`config.mk`:
```
export PLATFORM = sky130hd
export DESIGN_NAME = emesh_gen_top
export DESIGN_NICKNAME = d
export VERILOG_FILES = /design/src/rtl/emesh_pkg.sv /design/src/rtl/emesh_gen_top.sv /design/src/rtl/mem_endpoint.sv /design/src/rtl/packet_fifo.sv /design/src/rtl/txn_gen.sv
export VERILOG_INCLUDE_DIRS = /design/src /design/src/rtl
export SDC_FILE = /design/constraint.sdc
export NUM_CORES = 1
export LEC_CHECK = 0
export BUFFER_PORTS_ARGS = -buffer_cell sky130_fd_sc_hd__buf_4
export CAP_MARGIN = 20
export CORE_MARGIN = 2
export CORE_UTILIZATION = 60
export CTS_BUF_LIST = sky130_fd_sc_hd__clkbuf_16
export DETAILED_ROUTE_END_ITERATION = 8
export HOLD_SLACK_MARGIN = 0.02
export PLACE_DENSITY = 0.75
export RECOVER_POWER = 25
export SYNTH_ARGS = -nofsm -noshare
export SYNTH_HDL_FRONTEND = slang
export SYNTH_SLANG_ARGS = --single-unit
```
`constraint.sdc`:
```
create_clock -name clk -period 5.15 [get_ports clk]
set_input_delay 0.7725 -clock clk [delete_from_list [all_inputs] [get_ports clk]]
set_output_delay 0.7725 -clock clk [all_outputs]
set_load 0.01 [all_outputs]
```
`src/rtl/emesh_macros.svh`:
```
`ifndef EMESH_MACROS_SVH
`define EMESH_MACROS_SVH

// packet and field widths
`define EMESH_PW 104
`define EMESH_AW 32
`define EMESH_DW 32

// packet field positions, lsb of each field
`define EMESH_WRITE_BIT    0
`define EMESH_DATAMODE_LSB 1
`define EMESH_CTRLMODE_LSB 3
`define EMESH_DSTADDR_LSB  8
`define EMESH_DATA_LSB     40
`define EMESH_SRCADDR_LSB  72

`define EMESH_DATAMODE_WORD 2'b10        // 32-bit access
`define EMESH_ADDR_MASK     32'hFFF07FFF // applied after each step
`define EMESH_ID_SHIFT      20           // node id sits in addr[31:20]

`define FIFO_DEPTH 4
`define MEM_WORDS  16

`endif
```
`src/rtl/emesh_pkg.sv`:
```
// shared types for the mesh traffic generator subsystem
package emesh_pkg;

   // generator control states
   typedef enum logic [1:0]
   {
      gen_idle = 2'b00,   // waiting for first start
      gen_go   = 2'b01,   // issuing transactions
      gen_done = 2'b10    // run complete, restartable
   } gen_state_t;

   // transaction opcode, doubles as the packet write bit
   typedef enum logic
   {
      op_read  = 1'b0,
      op_write = 1'b1
   } txn_op_t;

endpackage

```
`src/rtl/emesh_gen_top.sv`:
```
`timescale 1ns/1ps
`include "emesh_macros.svh"

// generator -> packet buffer -> memory endpoint
module emesh_gen_top
#(
   parameter logic [11:0] SRC_ID = 12'h000,
   parameter logic [11:0] DST_ID = 12'h000,
   parameter int          COUNT  = 16
)
(
   input  logic                 clk,
   input  logic                 reset,
   input  logic                 start,
   input  emesh_pkg::txn_op_t   write,
   input  logic                 stall,
   output logic                 done,
   output logic                 rd_access,
   output logic [`EMESH_DW-1:0] rd_data,
   output logic [`EMESH_AW-1:0] rd_addr
);

   logic                 gen_access;   // generator strobe into buffer
   logic [`EMESH_PW-1:0] gen_packet;
   logic                 buf_wait;     // early back-pressure
   logic                 buf_not_empty;
   logic [`EMESH_PW-1:0] buf_packet;   // head of buffer
   logic                 ep_pop;

   txn_gen #(.SRC_ID(SRC_ID), .DST_ID(DST_ID), .COUNT(COUNT)) u_gen
   (
      .clk        (clk),
      .reset      (reset),
      .start      (start),
      .write      (write),
      .wait_in    (buf_wait),
      .done       (done),
      .access_out (gen_access),
      .packet_out (gen_packet)
   );

   packet_fifo u_fifo
   (
      .clk        (clk),
      .reset      (reset),
      .access_in  (gen_access),
      .packet_in  (gen_packet),
      .pop        (ep_pop),
      .wait_out   (buf_wait),
      .not_empty  (buf_not_empty),
      .packet_out (buf_packet)
   );

   mem_endpoint u_ep
   (
      .clk        (clk),
      .reset      (reset),
      .not_empty  (buf_not_empty),
      .packet_in  (buf_packet),
      .stall      (stall),
      .pop        (ep_pop),
      .rd_access  (rd_access),
      .rd_data    (rd_data),
      .rd_addr    (rd_addr)
   );

endmodule

```
`src/rtl/mem_endpoint.sv`:
```
`timescale 1ns/1ps
`include "emesh_macros.svh"

// memory endpoint
// writes land in a small word memory, reads come back on a strobe
module mem_endpoint
(
   input  logic                 clk,
   input  logic                 reset,
   input  logic                 not_empty,   // buffer has a packet
   input  logic [`EMESH_PW-1:0] packet_in,
   input  logic                 stall,       // external hold-off
   output logic                 pop,
   output logic                 rd_access,   // one-cycle response strobe
   output logic [`EMESH_DW-1:0] rd_data,
   output logic [`EMESH_AW-1:0] rd_addr
);

   import emesh_pkg::*;

   localparam int IDX_W = $clog2(`MEM_WORDS);

   logic [`EMESH_DW-1:0] mem [`MEM_WORDS];
   txn_op_t              pkt_op;
   logic [`EMESH_AW-1:0] pkt_dst;
   logic [`EMESH_DW-1:0] pkt_data;
   logic [IDX_W-1:0]     word_idx;
   logic                 wr_pop;
   logic                 rd_pop;

   // take a packet whenever one is there and nobody stalls
   assign pop = not_empty && !stall;

   // unpack the fields we care about
   assign pkt_op   = txn_op_t'(packet_in[`EMESH_WRITE_BIT]);
   assign pkt_dst  = packet_in[`EMESH_DSTADDR_LSB +: `EMESH_AW];
   assign pkt_data = packet_in[`EMESH_DATA_LSB +: `EMESH_DW];
   assign word_idx = pkt_dst[2 +: IDX_W];         // byte addr to word index

   assign wr_pop = pop && (pkt_op == op_write);
   assign rd_pop = pop && (pkt_op == op_read);

   // write stored at the edge of its pop
   always_ff @(posedge clk)
   begin
      if (wr_pop)
         mem[word_idx] <= pkt_data;
   end

   // response strobe
   always_ff @(posedge clk or posedge reset)
   begin
      if (reset)
         rd_access <= 1'b0;
      else
         rd_access <= rd_pop;
   end

   // response payload, held between reads
   always_ff @(posedge clk)
   begin
      if (rd_pop)
      begin
         rd_data <= mem[word_idx];
         rd_addr <= pkt_dst;                      // full address echoed back
      end
   end

   // only plain word accesses, no ctrlmode, reach the endpoint
   a_word_access_only : assert property
      (@(posedge clk) disable iff (reset)
       pop |-> packet_in[`EMESH_DSTADDR_LSB-1:`EMESH_DATAMODE_LSB] ==
               {5'b0, `EMESH_DATAMODE_WORD})
      else $error("mem_endpoint popped a packet that is not a word access");

endmodule

```
`src/rtl/packet_fifo.sv`:
```
`timescale 1ns/1ps
`include "emesh_macros.svh"

// small packet buffer between generator and endpoint
// wait goes up one slot early to absorb the txn already in flight
module packet_fifo
(
   input  logic                 clk,
   input  logic                 reset,
   input  logic                 access_in,   // push strobe
   input  logic [`EMESH_PW-1:0] packet_in,
   input  logic                 pop,
   output logic                 wait_out,
   output logic                 not_empty,
   output logic [`EMESH_PW-1:0] packet_out
);

   localparam int PTR_W = $clog2(`FIFO_DEPTH);
   localparam int CNT_W = $clog2(`FIFO_DEPTH + 1);

   logic [`EMESH_PW-1:0] mem [`FIFO_DEPTH];
   logic [PTR_W-1:0]     wr_ptr;
   logic [PTR_W-1:0]     rd_ptr;
   logic [CNT_W-1:0]     count;        // occupancy
   logic                 full;
   logic                 push;
   logic                 do_pop;

   assign full      = (count == CNT_W'(`FIFO_DEPTH));
   assign not_empty = (count != '0);
   assign wait_out  = (count >= CNT_W'(`FIFO_DEPTH - 1));
   assign push      = access_in && !full;     // guarded anyway
   assign do_pop    = pop && not_empty;

   // head entry, valid the cycle after its push
   assign packet_out = mem[rd_ptr];

   always_ff @(posedge clk)
   begin
      if (push)
         mem[wr_ptr] <= packet_in;
   end

   always_ff @(posedge clk or posedge reset)
   begin
      if (reset)
      begin
         wr_ptr <= '0;
         rd_ptr <= '0;
         count  <= '0;
      end
      else
      begin
         if (push)
            wr_ptr <= (wr_ptr == PTR_W'(`FIFO_DEPTH - 1)) ? '0 : wr_ptr + 1'b1;
         if (do_pop)
            rd_ptr <= (rd_ptr == PTR_W'(`FIFO_DEPTH - 1)) ? '0 : rd_ptr + 1'b1;
         case ({push, do_pop})
            2'b10:   count <= count + 1'b1;
            2'b01:   count <= count - 1'b1;
            default: count <= count;          // both or neither
         endcase
      end
   end

   // generator must respect the early wait
   a_no_push_full : assert property
      (@(posedge clk) disable iff (reset) access_in |-> !full)
      else $error("packet_fifo push while full");

   // endpoint only pops what is there
   a_no_pop_empty : assert property
      (@(posedge clk) disable iff (reset) pop |-> not_empty)
      else $error("packet_fifo pop while empty");

endmodule

```
`src/rtl/txn_gen.sv`:
```
`timescale 1ns/1ps
`include "emesh_macros.svh"

// transaction generator
// issues COUNT read or write packets toward DST_ID per start pulse
module txn_gen
#(
   parameter logic [11:0] SRC_ID = 12'h000,
   parameter logic [11:0] DST_ID = 12'h000,
   parameter int          COUNT  = 16
)
(
   input  logic                     clk,
   input  logic                     reset,
   input  logic                     start,       // pulse, honored in idle or done
   input  emesh_pkg::txn_op_t       write,       // sampled with start
   input  logic                     wait_in,     // back-pressure level from buffer
   output logic                     done,
   output logic                     access_out,
   output logic [`EMESH_PW-1:0]     packet_out
);

   import emesh_pkg::*;

   localparam int CNT_W = $clog2(COUNT + 1);

   // base addresses, node id in the top bits
   localparam logic [`EMESH_AW-1:0] DST_BASE =
      (`EMESH_AW'(DST_ID) << `EMESH_ID_SHIFT) & `EMESH_ADDR_MASK;
   localparam logic [`EMESH_AW-1:0] SRC_BASE =
      (`EMESH_AW'(SRC_ID) << `EMESH_ID_SHIFT) & `EMESH_ADDR_MASK;

   // address step follows datamode, 4 bytes per word
   localparam logic [`EMESH_AW-1:0] ADDR_STEP = `EMESH_AW'(1) << `EMESH_DATAMODE_WORD;

   gen_state_t           state;
   txn_op_t              op_reg;       // opcode latched at start
   logic [CNT_W-1:0]     txn_cnt;      // transactions issued this run
   logic [`EMESH_AW-1:0] dst_next;     // address for the next issue
   logic [`EMESH_AW-1:0] src_next;
   logic [`EMESH_DW-1:0] data_next;    // runs on across restarts
   logic                 launch;
   logic                 issue;
   logic                 last_issue;

   // registered packet fields
   logic                 pkt_write;
   logic [`EMESH_AW-1:0] pkt_dst;
   logic [`EMESH_AW-1:0] pkt_src;
   logic [`EMESH_DW-1:0] pkt_data;

   assign launch     = start && (state == gen_idle || state == gen_done);
   assign issue      = (state == gen_go) && !wait_in;   // one txn per free cycle
   assign last_issue = issue && (txn_cnt == CNT_W'(COUNT - 1));
   assign done       = (state == gen_done);

   always_ff @(posedge clk or posedge reset)
   begin
      if (reset)
         state <= gen_idle;
      else
      begin
         case (state)
            gen_idle, gen_done:
               if (start)
                  state <= gen_go;
            gen_go:
               if (last_issue)
                  state <= gen_done;   // exactly COUNT issued
            default:
               state <= gen_idle;
         endcase
      end
   end

   // run counters and stepping addresses
   always_ff @(posedge clk or posedge reset)
   begin
      if (reset)
      begin
         op_reg    <= op_read;
         txn_cnt   <= '0;
         dst_next  <= DST_BASE;
         src_next  <= SRC_BASE;
         data_next <= '0;
      end
      else if (launch)
      begin
         op_reg   <= write;
         txn_cnt  <= '0;
         dst_next <= DST_BASE;           // addresses restart, data does not
         src_next <= SRC_BASE;
      end
      else if (issue)
      begin
         txn_cnt   <= txn_cnt + 1'b1;
         dst_next  <= (dst_next + ADDR_STEP) & `EMESH_ADDR_MASK;
         src_next  <= (src_next + ADDR_STEP) & `EMESH_ADDR_MASK;
         data_next <= (data_next + 1'b1) & `EMESH_ADDR_MASK;
      end
   end

   // access strobe, one cycle per issue
   always_ff @(posedge clk or posedge reset)
   begin
      if (reset)
         access_out <= 1'b0;
      else
         access_out <= issue;
   end

   // payload captured with the current (pre-step) values
   always_ff @(posedge clk)
   begin
      if (issue)
      begin
         pkt_write <= op_reg;
         pkt_dst   <= dst_next;
         pkt_src   <= src_next;
         pkt_data  <= data_next;
      end
   end

   // packet packing
   assign packet_out[`EMESH_WRITE_BIT] = pkt_write;
   assign packet_out[`EMESH_CTRLMODE_LSB-1:`EMESH_DATAMODE_LSB] = `EMESH_DATAMODE_WORD;
   assign packet_out[`EMESH_DSTADDR_LSB-1:`EMESH_CTRLMODE_LSB]  = '0;   // no ctrlmode traffic
   assign packet_out[`EMESH_DSTADDR_LSB +: `EMESH_AW] = pkt_dst;
   assign packet_out[`EMESH_DATA_LSB +: `EMESH_DW]    = pkt_data;
   assign packet_out[`EMESH_SRCADDR_LSB +: `EMESH_AW] = pkt_src;

   // wait is honored one cycle ahead of the strobe
   a_no_access_after_wait : assert property
      (@(posedge clk) disable iff (reset) wait_in |=> !access_out)
      else $error("txn_gen issued access while buffer signalled wait");

endmodule

```
==> run metrics <==
Startpoint Class flop; sequential share of power 0.473; clk root buf clkbuf_16; cell with the most instances after synthesis edfxtp_1; # nets final 1066; post-cts gate resize count 0; largest net degree at the start of global routing 124; post-synthesis register bit count 458; Hold Fails Final Rpt 0; top layer in use met4; violated checks capacitance limit, slew limit; Post-synth EDFFs 413; Horiz. Die Dim 175 um; Final GP Congestion 0.763; Placed Area 18200 um^2; run status finished, violations left; Max Cap Viol 1; clock power share 0.252; Mapped Area 17600 um^2; TritonCTS clock tree done; DRT met1 WL 12800 um; DRC Markers 0; Syn Area/Cell 18.0 um^2; die area 30700 um^2; layout cells sized above 1 0.128; DRT Pass-1 Iters 7; hold buffer count at cts 0; H-tree levels 2; Clock Skew 23.3 ps; total number of vias 8504; share of flip-flops with an asynchronous set or reset 0.0983; sequential share of the synthesized area 0.769; beginning of the critical path u_fifo.rd_ptr[0]; first-pass GRT wire length 49200 um; Mapped Cells 978; post-detail-place hpwl 18600 um; WL per Instance 21.6 um; HP Class input pin to async pin; met3 wire length 2350 um; Initial Util 0.611; top cells by count, synth edfxtp_1, mux2i_1, o22ai_1, nor2_1, dfrtp_1; Clk Latency, worst-skew pair 540 ps; CTS buffer count 44; CP endpoint kind flop; Internal 8.44 mW; # port buffers 34; row cnt 62; switching share of power 0.312; I/O pins 71; Setup TNS 0 ps; max reg flops 240; RSZ-0062 raised after global routing no; post-synth top area share 0.705; Routed WL 31600 um; yosys warns 0; setup violators final 0; Largest Register u_ep.mem; Leak 6.96 nW; Tightest Pin Transition 2290 ps; worst vdd ir 0.470 mV; CP arrival 3910 ps; Clock Path Buffers 3; critical path peak fanout 123; Comb pwr share 0.274; fin util 0.679; Net Sw Power 3.83 mW; number of global-route vias before repair 8598; max_slew headroom -0.528; reg-to-reg startpoint u_fifo.rd_ptr[0]; Largest regs u_ep.mem: 240 flops, u_fifo.mem: 116 flops; period utilisation layout 0.715; dominant synthesized flop cell edfxtp_1; Worst EP required 5380 ps; Final Instance Area 19500 um^2; grt total ovfl 0; CORE AREA 28800 um^2; clock tree sinks 458; overall routing resource usage 0.213; ant diodes 0; min Tclk post-route 3680 ps; initial antenna violation count 0; Detail Route Antenna Nets 0; via density per instance 5.80; Slew Limit Fails 42; Area growth syn-to-layout 11.1%; post-synthesis cell type count 39; Synth area leader edfxtp_1; critical path class flop to flop; Post-CTS Setup Bufs 0; largest cells by area after synthesis edfxtp_1, mux2i_1, dfrtp_1, mux4_2, o22ai_1; Iteration-0 DRC Markers 740; WL met2 16000 um; chip height 175 um; power per cell area 628 nW/um^2; maximum clock frequency 272 MHz; Clock Pin Slew Worst Setup and Hold Paths 60 ps
[layout make-up]
class                   instances  area (um^2)
clock inverters                32          259
flip-flops and latches        458        13500
repair buffers                 66          422
well taps                     384          480
clock buffers                  46         1150
fillers                      1853         9240
multi-input cells             465         3650
inverters                      15         56.3
[per-stage QoR]
step                total power [mW]  setup slack [ps]  instances  hold slack (ps)
floorplan                       8.25              1590       1013              425
global placement                9.22              1690       1387              453
detailed placement              9.34              1590       1387              460
CTS                             12.4              1610       1465              415
global route                    12.9              1100       1466              129
finish                          12.3              1470       1466              129
[kinds of logic (layout without fill, tap and decap cells)]
group / count (synthesis) / after routing / share of synthesized area
simple gates: 135 / 135 / 0.0361
flops: 458 / 458 / 0.769
other cells: 1 / 36 / 0.000213
fa+ha+maj: 11 / 11 / 0.00825
compound gates: 103 / 103 / 0.0337
mux: 152 / 152 / 0.107
buf+inv: 90 / 159 / 0.0313
xor+xnor: 28 / 28 / 0.0139
[layout by cell type, fill, tap and decap left out, types with 7 or more instances in the layout]
master     Yosys  layout
edfxtp_1     413     413
nand2_1       28      28
buf_4         36      41
mux4_2        29      28
o21ai_0        9       9
o22ai_1       60      60
conb_1         1      36
xnor2_1       15      15
clkinv_1       0      10
nand3_1       12      12
nor3_1         8       7
inv_1         15      23
clkbuf_16      0      46
dfrtp_1       45      45
o21ai_1       29      29
nand2b_1       7       7
nor2_1        50      50
clkbuf_1      19      23
ha_1          10      10
mux2i_1      121     121
xor2_1        13      13
[worst paths after layout]
kind,end,cells after the start,slack (ps)
setup / recovery,u_ep.mem[7][12],5,1470
hold / removal,u_fifo.count[1],2,130
setup reg to reg,u_ep.mem[7][12],5,1470
hold reg to reg,u_fifo.mem[0][43],0,480
max in group asynchronous,u_gen.data_next[9],3,2600
min in group clk,u_gen.op_reg,3,430
[critical path, stage by stage, from the launching register on]
cell,delay [ps]
dfrtp_1,1120
mux4_4,540
buf_12,620
nand2_1,260
nor2_1,510
buf_4,300
[power by group through the flow]
stage	clock (mW)	combinational [mW]	sequential, mW
5_1_grt	3.29	3.67	5.90
6_report	3.10	3.37	5.81
2_1_floorplan	0	2.49	5.75
3_5_place_dp	0	3.45	5.90
3_3_place_gp	0	3.37	5.85
4_1_cts	3.14	3.46	5.83
[layer usage]
metal	vias up	GRT usage
li1	3850	-
met1	4250	0.297
met2	354	0.357
met3	50	0.0342
met4	0	0.0497
met5	-	0
(Power assumes the default switching activity.)
